File: config.mk
export PLATFORM = sky130hd
export DESIGN_NAME = io_bus_top
export DESIGN_NICKNAME = d
export VERILOG_FILES = /design/src/hdl/io_bus_pkg.sv /design/src/hdl/io_bus_top.sv /design/src/hdl/io_decode.sv /design/src/hdl/ppi_ports.sv /design/src/hdl/read_mux.sv /design/src/hdl/spi_shifter.sv
export VERILOG_INCLUDE_DIRS = /design/src /design/src/hdl
export SDC_FILE = /design/constraint.sdc
export NUM_CORES = 1
export LEC_CHECK = 0
export BUFFER_PORTS_ARGS = -buffer_cell sky130_fd_sc_hd__clkbuf_2
export CORE_UTILIZATION = 39
export CTS_CLUSTER_DIAMETER = 80
export DETAILED_ROUTE_END_ITERATION = 6
export GPL_TIMING_DRIVEN = 1
export PLACE_DENSITY_LB_ADDON = 0.12
export RECOVER_POWER = 100
export SLEW_MARGIN = 0
export SYNTH_ARGS = -nofsm -noshare
export SYNTH_HDL_FRONTEND = slang
export SYNTH_SLANG_ARGS = --single-unit
File: constraint.sdc
create_clock -name sys_clk -period 5.95 [get_ports sys_clk]
set_input_delay 1.19 -clock sys_clk [delete_from_list [all_inputs] [get_ports sys_clk]]
set_output_delay 1.19 -clock sys_clk [all_outputs]
set_load 0.02 [all_outputs]
File: src/hdl/io_bus_config.svh
`ifndef IO_BUS_CONFIG_SVH
`define IO_BUS_CONFIG_SVH

// ----------------------------------------
// bus geometry
// ----------------------------------------
`define IO_ADDR_W	16		// io address width
`define IO_DATA_W	8		// data byte width
`define IO_PAGE_W	8		// high address byte, selects the device

// ----------------------------------------
// device pages and bus-free value
// ----------------------------------------
`define IO_SPI_PAGE	8'h0E	// mmc serial window
`define IO_PPI_PAGE	8'h1A	// 8255 parallel port
`define IO_BUS_FREE	8'hFF	// pulled-up bus, unmapped reads

// ----------------------------------------
// serial shifter
// ----------------------------------------
`define SPI_CNT_W	4		// bit counter, 0..15 bits per transfer
`define SPI_CS_BIT	5		// address bit holding the card select
`define SPI_KEEP_BIT	6		// address bit set: keep shift reg, no load

`endif

File: src/hdl/io_bus_pkg.sv
`include "io_bus_config.svh"

package io_bus_pkg;

	// ----------------------------------------
	// bus payload types
	// ----------------------------------------

	typedef logic [`IO_ADDR_W-1:0] io_addr_t;		// full io address
	typedef logic [`IO_DATA_W-1:0] io_data_t;		// one data byte

	// ----------------------------------------
	// target device of a request
	// ----------------------------------------

	typedef enum logic [1:0]
	{
		DEV_NONE = 2'd0,	// unmapped, reads give bus-free value
		DEV_SPI  = 2'd1,	// mmc serial shifter
		DEV_PPI  = 2'd2		// parallel port
	} io_dev_e;

endpackage

File: src/hdl/io_bus_top.sv
module io_bus_top
(
	input	logic					sys_clk,	// system clock
	input	logic					z_reset_n,	// async reset, active low
	input	logic					io_valid,	// cpu request
	input	io_bus_pkg::io_addr_t	io_addr,	// io address
	input	logic					io_wr,		// 1 write, 0 read
	input	io_bus_pkg::io_data_t	io_wdata,	// write data
	input	io_bus_pkg::io_data_t	status_in,	// port B inputs
	input	logic					mmc_din,	// card data out
	output	logic					io_ready,	// request taken when high
	output	logic					resp_valid,	// read response pulse
	output	io_bus_pkg::io_data_t	resp_data,	// read response data
	output	io_bus_pkg::io_data_t	ppi_a,		// port A latch
	output	io_bus_pkg::io_data_t	ppi_c,		// port C latch
	output	logic					mmc_clk,	// card clock
	output	logic					mmc_cs_n,	// card select
	output	logic					mmc_dout	// card data in
);

	import io_bus_pkg::*;

	logic		spi_busy;	// serial transfer running
	logic		spi_stb;	// decode to shifter
	logic		ppi_stb;	// decode to parallel port
	logic		rd_acc;		// decode to result stage
	io_dev_e	dev_sel;	// read target
	io_data_t	spi_rdata;	// shifter read value
	io_data_t	ppi_rdata;	// parallel port read value

	// ----------------------------------------
	// decode stage
	// ----------------------------------------

	io_decode i_decode (
		.sys_clk(sys_clk), .z_reset_n(z_reset_n),
		.io_valid(io_valid), .io_addr(io_addr), .io_wr(io_wr),
		.spi_busy(spi_busy), .io_ready(io_ready),
		.spi_stb(spi_stb), .ppi_stb(ppi_stb),
		.rd_acc(rd_acc), .dev_sel(dev_sel)
	);

	// ----------------------------------------
	// execute units
	// ----------------------------------------

	spi_shifter i_spi (
		.sys_clk(sys_clk), .z_reset_n(z_reset_n),
		.spi_stb(spi_stb), .io_addr(io_addr), .io_wr(io_wr), .io_wdata(io_wdata),
		.mmc_din(mmc_din), .spi_busy(spi_busy), .spi_rdata(spi_rdata),
		.mmc_clk(mmc_clk), .mmc_cs_n(mmc_cs_n), .mmc_dout(mmc_dout)
	);

	ppi_ports i_ppi (
		.sys_clk(sys_clk), .z_reset_n(z_reset_n),
		.ppi_stb(ppi_stb), .io_addr(io_addr), .io_wr(io_wr), .io_wdata(io_wdata),
		.status_in(status_in), .ppi_rdata(ppi_rdata),
		.ppi_a(ppi_a), .ppi_c(ppi_c)
	);

	// ----------------------------------------
	// result stage
	// ----------------------------------------

	read_mux i_rmux (
		.sys_clk(sys_clk), .z_reset_n(z_reset_n),
		.rd_acc(rd_acc), .dev_sel(dev_sel),
		.spi_rdata(spi_rdata), .ppi_rdata(ppi_rdata),
		.resp_valid(resp_valid), .resp_data(resp_data)
	);

endmodule

File: src/hdl/io_decode.sv
`include "io_bus_config.svh"

module io_decode
(
	input	logic					sys_clk,	// system clock
	input	logic					z_reset_n,	// async reset, active low
	input	logic					io_valid,	// request present
	input	io_bus_pkg::io_addr_t	io_addr,	// request address
	input	logic					io_wr,		// 1 write, 0 read
	input	logic					spi_busy,	// shifter still clocking
	output	logic					io_ready,	// request can be taken
	output	logic					spi_stb,	// access to serial window
	output	logic					ppi_stb,	// access to parallel port
	output	logic					rd_acc,		// read accepted this cycle
	output	io_bus_pkg::io_dev_e	dev_sel		// target of current request
);

	import io_bus_pkg::*;

	logic	[`IO_PAGE_W-1:0]	page;		// high address byte
	io_dev_e				dev;		// decoded target
	logic					accept;		// valid and ready together

	// ----------------------------------------
	// decode
	// ----------------------------------------

	assign page = io_addr[`IO_ADDR_W-1 -: `IO_PAGE_W];

	always_comb
	begin
		if (page == `IO_SPI_PAGE)
			dev = DEV_SPI;		// serial window
		else if (page == `IO_PPI_PAGE)
			dev = DEV_PPI;		// 8255 subset
		else
			dev = DEV_NONE;	// nobody answers
	end

	// only the serial window ever waits, and only while shifting
	assign io_ready = !((dev == DEV_SPI) && spi_busy);
	assign accept   = io_valid && io_ready;

	// ----------------------------------------
	// strobes
	// ----------------------------------------

	assign spi_stb = accept && (dev == DEV_SPI);	// one device at most
	assign ppi_stb = accept && (dev == DEV_PPI);
	assign rd_acc  = accept && !io_wr;			// response one cycle later
	assign dev_sel = dev;					// result stage picks data

endmodule

File: src/hdl/ppi_ports.sv
`include "io_bus_config.svh"

module ppi_ports
(
	input	logic					sys_clk,	// system clock
	input	logic					z_reset_n,	// async reset, active low
	input	logic					ppi_stb,	// access to parallel port
	input	io_bus_pkg::io_addr_t	io_addr,	// bits 1..0 select the port
	input	logic					io_wr,		// 1 write, 0 read
	input	io_bus_pkg::io_data_t	io_wdata,	// port data or command
	input	io_bus_pkg::io_data_t	status_in,	// port B inputs
	output	io_bus_pkg::io_data_t	ppi_rdata,	// read value for address
	output	io_bus_pkg::io_data_t	ppi_a,		// port A latch
	output	io_bus_pkg::io_data_t	ppi_c		// port C latch
);

	import io_bus_pkg::*;

	io_data_t		a_q;		// port A output latch
	io_data_t		c_q;		// port C output latch
	logic	[1:0]	port;		// register select
	logic			wr_stb;		// write to this device

	assign port   = io_addr[1:0];
	assign wr_stb = ppi_stb && io_wr;

	// ----------------------------------------
	// output latches
	// ----------------------------------------

	always_ff @(posedge sys_clk or negedge z_reset_n)
	begin
		if (!z_reset_n)
		begin
			a_q <= '0;
			c_q <= '0;
		end
		else if (wr_stb)
		begin
			case (port)
				2'd0:	a_q <= io_wdata;		// port A
				2'd2:	c_q <= io_wdata;		// port C
				2'd3:
				begin
					if (io_wdata[7])
					begin
						// mode word, all outputs back to zero
						a_q <= '0;
						c_q <= '0;
					end
					else
						c_q[io_wdata[3:1]] <= io_wdata[0];	// bit set/reset
				end
				default: ;					// port B is input only
			endcase
		end
	end

	// ----------------------------------------
	// read side
	// ----------------------------------------

	always_comb
	begin
		case (port)
			2'd0:		ppi_rdata = a_q;
			2'd1:		ppi_rdata = status_in;	// live status
			2'd2:		ppi_rdata = c_q;
			default:	ppi_rdata = `IO_BUS_FREE;	// control reg not readable
		endcase
	end

	assign ppi_a = a_q;
	assign ppi_c = c_q;

endmodule

File: src/hdl/read_mux.sv
`include "io_bus_config.svh"

module read_mux
(
	input	logic					sys_clk,	// system clock
	input	logic					z_reset_n,	// async reset, active low
	input	logic					rd_acc,		// read accepted this cycle
	input	io_bus_pkg::io_dev_e	dev_sel,	// device being read
	input	io_bus_pkg::io_data_t	spi_rdata,	// shift register
	input	io_bus_pkg::io_data_t	ppi_rdata,	// parallel port value
	output	logic					resp_valid,	// one-cycle response pulse
	output	io_bus_pkg::io_data_t	resp_data	// read result
);

	import io_bus_pkg::*;

	io_data_t	sel_data;	// value of addressed device

	// ----------------------------------------
	// select
	// ----------------------------------------

	always_comb
	begin
		case (dev_sel)
			DEV_SPI:	sel_data = spi_rdata;
			DEV_PPI:	sel_data = ppi_rdata;
			default:	sel_data = `IO_BUS_FREE;	// pull-up on bus
		endcase
	end

	// ----------------------------------------
	// response register
	// ----------------------------------------

	always_ff @(posedge sys_clk or negedge z_reset_n)
	begin
		if (!z_reset_n)
			resp_valid <= 1'b0;
		else
			resp_valid <= rd_acc;		// no ready, cpu always takes it
	end

	// sampled on the accept edge, before any write on it
	always_ff @(posedge sys_clk)
	begin
		if (rd_acc)
			resp_data <= sel_data;
	end

endmodule

File: src/hdl/spi_shifter.sv
`include "io_bus_config.svh"

module spi_shifter
(
	input	logic					sys_clk,	// system clock
	input	logic					z_reset_n,	// async reset, active low
	input	logic					spi_stb,	// access to serial window
	input	io_bus_pkg::io_addr_t	io_addr,	// count, select, keep bits
	input	logic					io_wr,		// write starts a transfer
	input	io_bus_pkg::io_data_t	io_wdata,	// byte to send
	input	logic					mmc_din,	// card data out
	output	logic					spi_busy,	// bits still to go
	output	io_bus_pkg::io_data_t	spi_rdata,	// shift register
	output	logic					mmc_clk,	// card clock, idles low
	output	logic					mmc_cs_n,	// card select, active low
	output	logic					mmc_dout	// card data in
);

	import io_bus_pkg::*;

	localparam logic [`SPI_CNT_W-1:0] cnt_one = 1;	// count step

	logic	[`SPI_CNT_W-1:0]	spi_cnt;	// bits left
	logic					cs_q;		// card selected
	logic					clk_q;		// serial clock phase
	io_data_t				sreg;		// shift register
	logic					load;		// cpu write to window

	assign load     = spi_stb && io_wr;
	assign spi_busy = (spi_cnt != '0);

	// ----------------------------------------
	// count, select and clock phase
	// ----------------------------------------

	always_ff @(posedge sys_clk or negedge z_reset_n)
	begin
		if (!z_reset_n)
		begin
			spi_cnt <= '0;
			cs_q    <= 1'b0;		// card deselected
			clk_q   <= 1'b0;		// clock idles low
		end
		else if (load)
		begin
			spi_cnt <= io_addr[`SPI_CNT_W-1:0];	// bits 3..0
			cs_q    <= io_addr[`SPI_CS_BIT];
		end
		else if (spi_busy)
		begin
			clk_q <= ~clk_q;				// toggle each cycle
			if (clk_q)
				spi_cnt <= spi_cnt - cnt_one;	// falling phase ends a bit
		end
	end

	// ----------------------------------------
	// shift register
	// ----------------------------------------

	always_ff @(posedge sys_clk)
	begin
		if (load)
		begin
			if (!io_addr[`SPI_KEEP_BIT])
				sreg <= io_wdata;		// new byte to send
		end
		else if (spi_busy && !clk_q)
			sreg <= {mmc_din, sreg[`IO_DATA_W-1:1]};	// rising phase, lsb first
	end

	assign spi_rdata = sreg;
	assign mmc_clk   = clk_q;
	assign mmc_cs_n  = ~cs_q;
	assign mmc_dout  = sreg[0];	// next bit out

endmodule

# Yosys cells after proc, flatten, opt, wreduce, memory -nomap -nowiden
# Index checks and enable logic that the tools add are counted.
[word_totals] elab_cells=64 inputBits=37 ff_bits=39 out_inout_bits=29
[classes] mux=17 n_reduce_logical=24 addsub=1 bitwise=3 order_cmp=2 eq_ne=9
[op_table] op="$pmux 8 s2" count=3
[op_table] op="$mux 8" count=5
[op_table] op="$pmux 8 s3" count=1
[op_table] op="$mux 4" count=3
[op_table] op="$reduce_bool 2->1" count=5
[op_table] op="$logic_and 1x1->1" count=9
[op_table] op="$bwmux 8" count=1
[op_table] op="$eq 8x4->1 const B" count=1
[op_table] op="$eq 8x5->1 const B" count=1
[op_table] op="$reduce_and 2->1" count=4
[op_table] op="$eq 2x2->1 const B" count=3
[op_table] op="$eq 2x1->1 const B" count=2
[op_table] op="$lt 3x4->1 const B" count=1
[op_table] op="$mux 2" count=2
[op_table] op="$ne 2x2->1 const B" count=2
[op_table] op="$reduce_bool 4->1" count=1
[op_table] op="$sub 4x1->4 const B" count=1
[op_table] op="$demux 1 s3" count=1
[op_table] op="$ge 3x1->1 const B" count=1
[op_table] op="$logic_not 1->1" count=3
[op_table] op="$not 1->1" count=3
[op_table] op="$reduce_and 3->1" count=1
[op_table] op="$logic_not 2->1" count=1
[op_table] op="$mux 1" count=1

# Depth between registers and ports, before layout
# Gate-level depths: netlist of run 1.
[logic_depth] word_depth=11 depth_mapped=7 depth_no_buf=6

# Modules after synthesis
# From an unflattened synthesis of run 1, not the netlist that was laid out.
[hier_totals] cells_unflattened=219 area_unflattened_um2=2289.7
[by_module_without_submodules] mod="ppi_ports" area_per_inst_um2=1107.3 instances=1 cells_each=129 seq_area_each_um2=400.4
[by_module_without_submodules] mod="spi_shifter" area_per_inst_um2=678.2 instances=1 cells_each=55 seq_area_each_um2=390.4
[by_module_without_submodules] mod="read_mux" area_per_inst_um2=399.1 instances=1 cells_each=24 seq_area_each_um2=265.3
[by_module_without_submodules] mod="io_decode" area_per_inst_um2=105.1 instances=1 cells_each=11 seq_area_each_um2=0.0

# Least setup slack after synthesis of run 1
# OpenSTA, ideal clock, no wires.
[synth_timing] path_kind="in2out" from="input io_addr[13]" to="output io_ready" path_slack_ps=2737 arrival_ps=2023 n_path_buf=2 required_time_ps=4760 path_stages=5 path_cell_list="and4bb_1 -> buf_6 -> and3_1 -> buf_6 -> nand2_1"
[synth_between] elab_chain_cells=6 elab_cells_between_ends=7 cone_classes="eq/ne: 3; mux: 2; reduce/logical: 2"
[synth_lines] element="from (decl)" line="io_bus_top.sv:6" source="input io_bus_pkg::io_addr_t io_addr,"
[synth_lines] element="$eq 8x5->1 (no source line)"
[synth_lines] element="$mux 2" line="io_decode.sv:34" source="else if (page == `IO_PPI_PAGE)"
[synth_lines] element="$mux 2 (*)" line="io_decode.sv:32" source="if (page == `IO_SPI_PAGE)"
[synth_lines] element="$eq 2x1->1 (*)" line="io_decode.sv:41" source="assign io_ready = !((dev == DEV_SPI) && spi_busy);"
[synth_lines] element="$logic_and 1x1->1 (*)" line="io_decode.sv:41"
[synth_lines] element="$logic_not 1->1 (*)" line="io_decode.sv:41"
[synth_lines] element="to (decl)" line="io_bus_top.sv:11" source="output logic io_ready,"
# Mark *: on every way between the ends. The rest lies on a longest branch, timed or not.

# Worst setup path after layout of run 1
# Same ends and word-level chain as after synthesis.

==> flow_summary.json, run 1 <==
{
  "run_status": "finished, final reports clean",
  "detailedPlace.worstSlack_ns": 2.20,
  "ctsLongestPathBuffers": 2,
  "detailed_route_iter0_violations": 53,
  "worstPathCellList": "clkbuf_2, and4bb_1, and3_1, nand2_1, clkbuf_1",
  "hp-class": "register to register",
  "critPathArrivalTime_ns": 2.46,
  "fp-row-count": 27,
  "floorplan.die_area_um2": 6240,
  "worst_clock_skew_ns": 0.00716,
  "postCtsResizedCells": 0,
  "critPathBufInv": 2,
  "vias_in_the_first_global_route": 1905,
  "synthDistinctLibCells": 55,
  "cp-start-kind": "input port",
  "ctsHtreeMaxLevel": 2,
  "cts_hold_buffers": 0,
  "detail_route.wirelength_um": 5910,
  "initial_utilization_pct": 41.2,
  "cts_setup_buffers": 0,
  "final.setup.worst_slack_ns": 2.30,
  "timing.slew.headroom_pct": 4.59,
  "max_stage_delay_ns": 0.47,
  "count_of_antenna_violating_nets_left_after_detailed_routing": 0,
  "synth_enable_flop_cells": 16,
  "finalSetupViolCount": 0,
  "yosys_most_used_dff": "sky130_fd_sc_hd__dfrtp_1",
  "crit_slowest_cell": "sky130_fd_sc_hd__and4bb_1",
  "synth_top_cells_by_area": "sky130_fd_sc_hd__dfrtp_1, sky130_fd_sc_hd__edfxtp_1, sky130_fd_sc_hd__nand2_1, sky130_fd_sc_hd__o21ai_0, sky130_fd_sc_hd__mux2i_1",
  "finalMaxSlewViolations": 0,
  "clock_insertion_delay_worst_skew_ns": 0.30,
  "sum_of_net_half_perimeters_after_detailed_placement_um": 4300,
  "grt_usage_pct": 20.6,
  "post_synth_inst_count": 245,
  "final_hold_viol_count": 0,
  "postSynthNetCount": 283,
  "fp.dieH_um": 79,
  "critical_path.endpoint_type": "output port",
  "seq_area_frac_synth_pct": 45.7,
  "overflow": 0,
  "drt_first_pass_iters": 4,
  "worst_margin_pin_slew_ns": 1.43,
  "yosys_register_bits": 39,
  "rsz0062_at_grt": "false",
  "route.detailed.drc": 0,
  "coreArea_um2": 5610,
  "post_route_clock_period_utilization_pct": 61.4,
  "gpl.final_weighted_congestion": 0.805,
  "cts_sinks": 39,
  "clkSlewWorstSetupHoldPaths_ns": 0.08,
  "achievable-frequency_mhz": 274,
  "finalWorstPathRequiredPeriod_ns": 3.65,
  "layoutNonFillerInstCount": 373,
  "criticalPathCategory": "input port to output port",
  "antenna-diode-count": 0,
  "syn_avg_cell_area_um2": 9.44,
  "post_route_cells_drive_above_1_share_pct": 16.3,
  "hold_slack_ns": 0.540,
  "grt_max_degree": 24,
  "post-synth-top-area-cell": "sky130_fd_sc_hd__dfrtp_1",
  "cts_tree": "yes",
  "num_io_pins": 66,
  "antenna_found_initial": 0,
  "netlist.area_leader.share_pct": 24.9,
  "power.ir.vdd_worst_uv": 129,
  "vias_per_cell": 5.39,
  "port-buffer-count": 63,
  "synthArstFlopShare_pct": 59.0,
  "detail_route.wl_per_cell_um": 15.9,
  "pwr_density_cell_nw_per_um2": 296,
  "critical_path_required_ns": 4.76,
  "die_width_um": 79,
  "fin_tns_setup_ns": 0,
  "first_pass_grt_wire_length_um": 9740,
  "cts_root_buffer": "sky130_fd_sc_hd__clkbuf_8",
  "critical_path.max_fanout": 10,
  "final_net_count": 338,
  "crit_family": "simple AND/OR/NAND/NOR gates",
  "cts_inserted_buffers": 5,
  "synth_area_um2": 2310,
  "p_leak_uw": 0.00120,
  "layout_stage_area_growth_over_the_synthesis_result_pct": 14.9,
  "via_count": 2011,
  "ys.warnings.count": 0,
  "post-place-cells": 365,
  "max_cap_viol_count": 0
}
-- where the power goes --
part	leakage, uW	internal, uW	total, uW	switching (uW)
logic	0.000718	71.2	183	112
clock network	0.0000556	123	220	97.1
registers	0.000429	347	382	34.7
total	0.00120	541	785	244
-- Yosys cell counts, types with 4 or more instances --
library cell	count
sky130_fd_sc_hd__a21o_1	4
sky130_fd_sc_hd__a21oi_1	6
sky130_fd_sc_hd__a2bb2oi_1	4
sky130_fd_sc_hd__buf_2	7
sky130_fd_sc_hd__dfrtp_1	23
sky130_fd_sc_hd__edfxtp_1	16
sky130_fd_sc_hd__inv_1	10
sky130_fd_sc_hd__mux2i_1	7
sky130_fd_sc_hd__nand2_1	47
sky130_fd_sc_hd__nand3_1	9
sky130_fd_sc_hd__nor2_1	14
sky130_fd_sc_hd__nor3_1	6
sky130_fd_sc_hd__o211ai_1	5
sky130_fd_sc_hd__o21ai_0	21
sky130_fd_sc_hd__o22ai_1	6
-- area by class of cell --
| cell class | count | area, um^2 |
|---|---|---|
| fillers | 624 | 2950 |
| clock buffers | 5 | 68.8 |
| well taps | 72 | 90.1 |
| repair buffers | 63 | 278 |
| clock inverters | 3 | 38.8 |
| inverters | 10 | 37.5 |
| flip-flops and latches | 39 | 1060 |
| multi-input cells | 181 | 1090 |
-- routing by layer --
metal	vias up	track usage, %	wire length (um)
met5	-	0	0
met4	0	4.36	48
met3	5	4.83	242
met2	43	31.6	2700
met1	959	29.4	2920
li1	1004	-	-
-- metrics by stage --
step | utilization (%) | total power [uW] | area, um^2
floorplan | - | 515 | 2310
global placement | 46.8 | 574 | 2630
detailed placement | 46.8 | 579 | 2630
CTS | 48.8 | 798 | 2730
global route | 47.4 | 835 | 2660
finish | 47.4 | 785 | 2660
-- registers in the layout, indices dropped and copies added, names as in the netlist --
signal             count
i_ppi.ppi_c            8
i_ppi.ppi_a            8
i_rmux.resp_valid      1
i_spi.spi_rdata        8
i_spi.spi_cnt          4
i_spi.cs_q             1
i_spi.mmc_clk          1
i_rmux.resp_data       8
-- final timing paths --
check	start	end	slack (ns)	depth (start not counted)
min in group asynchronous	z_reset_n	i_rmux.resp_valid	1.21	1
max	io_addr[13]	io_ready	2.30	5
max reg2reg	i_spi.spi_cnt[0]	i_spi.spi_rdata[0]	2.91	5
min	i_ppi.ppi_c[6]	i_ppi.ppi_c[6]	0.54	1
min reg2reg	i_ppi.ppi_c[6]	i_ppi.ppi_c[6]	0.54	1
max in group asynchronous	z_reset_n	i_ppi.ppi_a[1]	3.90	1
-- cells by family (layout without fill, tap and decap cells) --
group	count (synthesis)	count (layout)	synth area share, %
adders and majority gates	1	1	0.541
muxes	9	9	4.00
buffers and inverters	25	81	5.57
DFF	39	39	45.7
and+or+nand+nor	107	107	25.9
AOI/OAI and AO/OA	62	62	17.6
xor gates and xnor gates	2	2	0.758
-- cells in the final DEF, fill, tap and decap left out, types with 3 or more instances in the layout --
cell type,Yosys,final
sky130_fd_sc_hd__nor3_1,6,6
sky130_fd_sc_hd__nand3_1,9,10
sky130_fd_sc_hd__inv_1,10,10
sky130_fd_sc_hd__a22oi_1,3,3
sky130_fd_sc_hd__a2bb2oi_1,4,4
sky130_fd_sc_hd__edfxtp_1,16,16
sky130_fd_sc_hd__dfrtp_1,23,23
sky130_fd_sc_hd__o31ai_1,3,3
sky130_fd_sc_hd__nand4_1,2,3
sky130_fd_sc_hd__a21o_1,4,4
sky130_fd_sc_hd__nor2b_1,3,3
sky130_fd_sc_hd__a21oi_1,6,6
sky130_fd_sc_hd__mux2i_1,7,7
sky130_fd_sc_hd__o22ai_1,6,6
sky130_fd_sc_hd__clkbuf_1,3,30
sky130_fd_sc_hd__clkbuf_2,0,33
sky130_fd_sc_hd__clkbuf_8,0,5
sky130_fd_sc_hd__o21ai_0,21,21
sky130_fd_sc_hd__a211o_1,3,3
sky130_fd_sc_hd__nand2_1,47,47
sky130_fd_sc_hd__o211ai_1,5,5
sky130_fd_sc_hd__nor2_1,14,14
sky130_fd_sc_hd__nand2b_1,2,3
Note: power is estimated with default switching activity, not from simulation.
==> inputs of run 2 (changes only) <==
--- a/config.mk
+++ b/config.mk
@@ -6,6 +6,7 @@
 export SDC_FILE = /design/constraint.sdc
 export NUM_CORES = 1
 export LEC_CHECK = 0
+export ABC_AREA = 1
 export BUFFER_PORTS_ARGS = -buffer_cell sky130_fd_sc_hd__clkbuf_2
 export CORE_UTILIZATION = 39
 export CTS_CLUSTER_DIAMETER = 80
==> constraint.sdc (replaced) <==
create_clock -name sys_clk -period 3.3 [get_ports sys_clk]
set_input_delay 0.66 -clock sys_clk [delete_from_list [all_inputs] [get_ports sys_clk]]
set_output_delay 0.66 -clock sys_clk [all_outputs]
set_load 0.02 [all_outputs]
==> run 2 against run 1 <==
Total power rose by 76%. Critical path type is now input port to register. Largest cell class is now flip-flops and latches. Cell count rose by 16%. Synthesized area rose by 2.9%. First-iteration DRC count rose by 85%. Core utilization fell by 1.2 points. Count of clock-buffer cells in the layout rose by 3. Combinational power rose by 89%. Highest routed layer unchanged. Worst setup slack got worse by 1.5 ns.
==> flow_summary.json, run 2 <==
{
  "run_status": "finished, final reports clean",
  "port-buffer-count": 63,
  "worst-r2r-cell-count": 7,
  "crit_slowest_cell": "sky130_fd_sc_hd__clkbuf_1",
  "via_count": 2130,
  "cts_sinks": 39,
  "vias_in_the_first_global_route": 1895,
  "postCtsResizedCells": 0,
  "overflow": 0,
  "antenna-diode-count": 0,
  "drt_first_pass_iters": 4,
  "synthDistinctLibCells": 33,
  "finalSetupViolCount": 0,
  "critPathArrivalTime_ns": 2.69,
  "crit_family": "buffers and inverters",
  "die_width_um": 80.1,
  "final_net_count": 393,
  "synthArstFlopShare_pct": 59.0,
  "hold_path_startpoint": "i_ppi.ppi_a[0]",
  "r2r_setup_slack_ns": 1.12,
  "hold_slack_ns": 0.514,
  "antenna_found_initial": 0,
  "ctsHtreeMaxLevel": 2,
  "post_route_clock_period_utilization_pct": 76.1,
  "synth_area_um2": 2380,
  "floorplan.die_area_um2": 6420,
  "post_route_cells_drive_above_1_share_pct": 16.0,
  "num_io_pins": 66,
  "fp.dieH_um": 80.1,
  "critical_path_required_ns": 3.48,
  "timing.critical_path.mode_cell": "sky130_fd_sc_hd__nand2_1",
  "yosys_register_bits": 39,
  "clock_insertion_delay_worst_skew_ns": 0.28,
  "critical_path.max_fanout": 25,
  "yosys_most_used_dff": "sky130_fd_sc_hd__dfrtp_1",
  "mostFrequentLayoutCell": "sky130_fd_sc_hd__nand2_1",
  "cts_hold_buffers": 0,
  "grt_usage_pct": 18.4,
  "comb_power_share_pct": 24.9,
  "criticalPathCategory": "input port to register",
  "clkSlewWorstSetupHoldPaths_ns": 0.07,
  "worstPathCellList": "clkbuf_1, nand2_4, clkinv_4, nand2_1, inv_1, nand2_1, nand3_1, nand2_1, nand2_1, inv_1",
  "power.clock.fraction_pct": 25.2,
  "power.net_switching_uw": 440,
  "cts_tree": "yes",
  "seq_area_frac_synth_pct": 44.4,
  "power.ir.vdd_worst_uv": 188,
  "cp-start-kind": "input port",
  "vias_per_cell": 4.94,
  "sw_frac_of_total_pct": 31.8,
  "critical_path.endpoint_type": "register",
  "layout_stage_area_growth_over_the_synthesis_result_pct": 14.3,
  "synth_enable_flop_cells": 16,
  "max_cap_viol_count": 0,
  "grt_max_degree": 26,
  "fillerInstances": 647,
  "most-common-layout-cells": "sky130_fd_sc_hd__nand2_1, sky130_fd_sc_hd__inv_1, sky130_fd_sc_hd__clkbuf_1, sky130_fd_sc_hd__clkbuf_2",
  "final_hold_viol_count": 0,
  "yosys-top-cells-count": "sky130_fd_sc_hd__nand2_1, sky130_fd_sc_hd__inv_1, sky130_fd_sc_hd__nand3_1, sky130_fd_sc_hd__dfrtp_1, sky130_fd_sc_hd__nor2_1",
  "rsz0062_at_grt": "false",
  "worst_margin_pin_slew_ns": 1.30,
  "detailed_route_iter0_violations": 98,
  "netlist.area_leader.share_pct": 24.2,
  "cell_internal_pwr_uw": 943,
  "ff_latch_area_um2": 1060,
  "synth_top_cells_by_area": "sky130_fd_sc_hd__dfrtp_1, sky130_fd_sc_hd__edfxtp_1, sky130_fd_sc_hd__nand2_1, sky130_fd_sc_hd__inv_1, sky130_fd_sc_hd__nand3_1",
  "post_synth_inst_count": 291,
  "worst_clock_skew_ns": 0.00179,
  "first_pass_grt_wire_length_um": 8940,
  "p_leak_uw": 0.00127,
  "route.detailed.drc": 0,
  "hold-path-endpoint": "i_ppi.ppi_a[0]",
  "coreArea_um2": 5890,
  "pwr_density_cell_nw_per_um2": 509,
  "max_stage_delay_ns": 0.85,
  "hp-class": "register to register",
  "detail_route.wl_per_cell_um": 13.1,
  "ys.warnings.count": 0,
  "postSynthNetCount": 329,
  "cts_inserted_buffers": 5,
  "detail_route.wirelength_um": 5650,
  "achievable-frequency_mhz": 398,
  "finalMaxSlewViolations": 0,
  "cts_setup_buffers": 0,
  "initial_utilization_pct": 40.4,
  "fin_tns_setup_ns": 0,
  "cts_root_buffer": "sky130_fd_sc_hd__clkbuf_8",
  "multi_input_area_um2": 1020,
  "reg2reg_from": "i_spi.spi_cnt[0]",
  "worstReg2RegEnd": "i_spi.spi_rdata[4]",
  "synth.most_common_cell": "sky130_fd_sc_hd__nand2_1",
  "gpl.final_weighted_congestion": 0.834,
  "count_of_antenna_violating_nets_left_after_detailed_routing": 0,
  "sum_of_net_half_perimeters_after_detailed_placement_um": 4440,
  "hold-path-cell-count": 2,
  "fp-row-count": 28,
  "ctsLongestPathBuffers": 2,
  "finalWorstPathRequiredPeriod_ns": 2.51,
  "timing.slew.headroom_pct": 13.2,
  "critPathBufInv": 4,
  "sequentialPowerShare_pct": 49.8,
  "post-synth-top-area-cell": "sky130_fd_sc_hd__dfrtp_1",
  "syn_avg_cell_area_um2": 8.17
}
## run 2: cell types whose count changed after synthesis, sizes merged, moves of 4 or more
cell,change
nand3,+17
a21oi,+7
buf,-5
a21o,-4
nor2,+18
mux2i,-7
o22ai,-5
nand4,+7
inv,+29
nand2,+25
a2bb2oi,-4
a31oi,+4
## run 2: how the worst max path moves through the flow
stage,startpoint,endpoint,depth (start not counted)
2_1_floorplan,io_addr[14],i_spi.spi_rdata[0],8
3_3_place_gp,io_addr[14],i_spi.spi_rdata[1],9
3_5_place_dp,io_addr[14],i_spi.spi_rdata[0],9
4_1_cts,i_spi.spi_cnt[0],io_ready,5
5_1_grt,io_addr[1],i_ppi.ppi_c[3],10
6_report,io_addr[1],i_ppi.ppi_c[3],10
## run 2: cell type report
cell class / count / area share [%]
tap: 75 / 3.45
multi-input combinational: 204 / 37.7
clock buffer: 8 / 3.68
inverter: 41 / 5.89
sequential: 39 / 38.8
timing repair buffer: 64 / 10.4
## run 2: worst register-to-register path, stage by stage (launching register included)
cell	delay, ns
sky130_fd_sc_hd__dfrtp_1	0.41
sky130_fd_sc_hd__inv_1	0.06
sky130_fd_sc_hd__ha_1	0.18
sky130_fd_sc_hd__nand2_1	0.12
sky130_fd_sc_hd__inv_1	0.11
sky130_fd_sc_hd__nand4_2	0.10
sky130_fd_sc_hd__buf_4	0.21
sky130_fd_sc_hd__o22ai_1	0.62
## run 2: cells by family (layout without fill, tap and decap cells)
| group | Yosys count | in the layout | synth area share (%) |
|---|---|---|---|
| and+or+nand+nor | 155 | 155 | 32.7 |
| DFF | 39 | 39 | 44.4 |
| xor gates and xnor gates | 2 | 2 | 0.737 |
| AOI/OAI and AO/OA | 46 | 46 | 12.2 |
| buffers and inverters | 48 | 113 | 9.52 |
| adders and majority gates | 1 | 1 | 0.526 |
## run 2: routing by layer
layer	wire (um)	up-vias	global-route usage [%]
met2	2590	57	29.6
met1	2750	982	25.8
met3	278	2	3.18
met5	0	-	0
met4	29	0	4.29
li1	-	1089	-
## run 2: power by group through the flow
stage | combinational (uW) | clock, uW | sequential [uW]
after global placement | 380 | 0 | 696
after global routing | 387 | 390 | 703
after detailed placement | 389 | 0 | 699
after CTS | 390 | 364 | 689
after floorplan | 265 | 0 | 704
final | 345 | 349 | 689
## run 2: per-stage QoR
stage,util (%),setup slack (ns),instance area (um^2),cells,power (uW)
floorplan,-,1.29,2380,291,969
global placement,46.4,0.964,2730,423,1080
detailed placement,46.4,0.973,2730,423,1090
CTS,48.1,1.26,2830,431,1440
global route,46.2,0.584,2720,431,1480
finish,46.2,0.789,2720,431,1380
==> inputs of run 3 (changes only) <==
==> constraint.sdc (replaced) <==
create_clock -name sys_clk -period 2.6 [get_ports sys_clk]
set_input_delay 0.52 -clock sys_clk [delete_from_list [all_inputs] [get_ports sys_clk]]
set_output_delay 0.52 -clock sys_clk [all_outputs]
set_load 0.02 [all_outputs]
==> run 3 against run 2 <==
Wire length increased by 0.27%. Die area is the same. Flip-flop and latch count unchanged. Final area up 0.92%. Largest cell class unchanged. Combinational power up 28%.
==> flow_summary.json, run 3 (same netlist as run 2, synthesis figures left out) <==
{
  "run_status": "finished, final reports clean",
  "cts_root_buffer": "sky130_fd_sc_hd__clkbuf_8",
  "pwr_density_cell_nw_per_um2": 665,
  "max_cap_viol_count": 0,
  "initial_utilization_pct": 40.4,
  "gpl.final_weighted_congestion": 0.858,
  "detail_route.wl_per_cell_um": 13.1,
  "post_route_cells_drive_above_1_share_pct": 17.3,
  "ctsLongestPathBuffers": 2,
  "reg2reg_from": "i_spi.spi_cnt[0]",
  "fp-row-count": 28,
  "route.detailed.drc": 0,
  "worst-r2r-cell-count": 6,
  "antenna_found_initial": 0,
  "cts_hold_buffers": 0,
  "cts_tree": "yes",
  "hp-class": "input port to register",
  "floorplan.die_area_um2": 6420,
  "finalWorstPathRequiredPeriod_ns": 2.06,
  "cts_inserted_buffers": 5,
  "highest-signal-layer": "met4",
  "r2r_setup_slack_ns": 0.60,
  "via_count": 2093,
  "finalMaxSlewViolations": 0,
  "worst_margin_pin_slew_ns": 1.33,
  "p_leak_uw": 0.00128,
  "worst_clock_skew_ns": 0.0106,
  "antenna-diode-count": 0,
  "rsz0062_at_grt": "false",
  "postCtsResizedCells": 0,
  "detail_route.wirelength_um": 5670,
  "worstReg2RegEnd": "i_spi.spi_rdata[6]",
  "finalSetupViolCount": 0,
  "final_util_pct": 46.6,
  "die_width_um": 80.1,
  "fp.dieH_um": 80.1,
  "critical_path_required_ns": 2.75,
  "first_pass_grt_wire_length_um": 9070,
  "coreArea_um2": 5890,
  "detailed_route_iter0_violations": 78,
  "ctsHtreeMaxLevel": 2,
  "routed-wl-met2_um": 2470,
  "cp-start-kind": "input port",
  "num_io_pins": 66,
  "criticalPathCategory": "input port to register",
  "most-common-layout-cells": "sky130_fd_sc_hd__nand2_1, sky130_fd_sc_hd__inv_1, sky130_fd_sc_hd__clkbuf_1",
  "post_route_clock_period_utilization_pct": 79.0,
  "port-buffer-count": 63,
  "hold_path_startpoint": "io_addr[5]",
  "hold-path-cell-count": 3,
  "drt_first_pass_iters": 4,
  "achievable-frequency_mhz": 487,
  "critical_path.max_fanout": 13,
  "clock_insertion_delay_worst_skew_ns": 0.30,
  "met1_length_um": 2850,
  "overflow": 0,
  "wl_met3_um": 274,
  "critPathArrivalTime_ns": 2.20,
  "timing.slew.headroom_pct": 11.3,
  "final_hold_viol_count": 0,
  "power.ir.vdd_worst_uv": 262,
  "hold-path-endpoint": "i_spi.cs_q",
  "vias_per_cell": 4.83,
  "count_of_antenna_violating_nets_left_after_detailed_routing": 0,
  "mostFrequentLayoutCell": "sky130_fd_sc_hd__nand2_1",
  "final_net_count": 395,
  "cts_setup_buffers": 0,
  "sum_of_net_half_perimeters_after_detailed_placement_um": 4370,
  "grt_max_degree": 26,
  "critical_path.endpoint_type": "register",
  "clkSlewWorstSetupHoldPaths_ns": 0.08,
  "cts_sinks": 39,
  "layout_stage_area_growth_over_the_synthesis_result_pct": 15.4,
  "vias_in_the_first_global_route": 1882,
  "grt_usage_pct": 18.7,
  "fin_tns_setup_ns": 0
}
==> run 3: layout make-up <==
class                   instances  area (um^2)
clock buffers                   5         68.8
clock inverters                 3         43.8
fillers                       643         3140
inverters                      41          160
multi-input cells             204         1030
flip-flops and latches         39         1060
well taps                      75         93.8
repair buffers                 66          292
==> run 3: per-stage QoR <==
step	worst slack (ns)	cell area (um^2)	std cells	power, uW	hold slack [ns]
after global routing	0.399	2740	433	1940	0.459
after detailed placement	0.584	2740	425	1380	0.500
final	0.545	2740	433	1820	0.437
after floorplan	0.730	2380	291	1230	0.224
after CTS	0.695	2860	433	1900	0.240
after global placement	0.614	2740	425	1370	0.502
==> run 3: how the worst max path moves through the flow <==
stage | from | endpoint | slack [ns] | cells after the start
3_3_place_gp | io_addr[14] | i_spi.spi_rdata[1] | 0.61 | 8
4_1_cts | i_spi.spi_cnt[0] | io_ready | 0.69 | 5
3_5_place_dp | io_addr[14] | i_spi.spi_rdata[1] | 0.58 | 8
5_1_grt | io_addr[1] | i_rmux.resp_data[7] | 0.40 | 6
6_report | io_addr[1] | i_rmux.resp_data[4] | 0.54 | 6
2_1_floorplan | io_addr[14] | i_spi.spi_rdata[0] | 0.73 | 8
==> run 3: power by group <==
group	switching [uW]	internal (uW)	total, uW	leakage, uW
clock	228	286	514	0.0000581
sequential	75.7	793	868	0.000407
combinational	279	163	443	0.000817
==> run 3: critical path: stages <==
cell	delay, ns
sky130_fd_sc_hd__clkbuf_1	0.54
sky130_fd_sc_hd__clkbuf_1	0.53
sky130_fd_sc_hd__inv_1	0.17
sky130_fd_sc_hd__o21ai_0	0.20
sky130_fd_sc_hd__a21oi_1	0.07
sky130_fd_sc_hd__o211ai_1	0.16
==> run 3: routing by layer <==
metal  up-vias  track usage (%)
met3         7             3.75
met5         -                0
li1       1096                -
met4         0             5.36
met1       942             27.1
met2        48             28.2
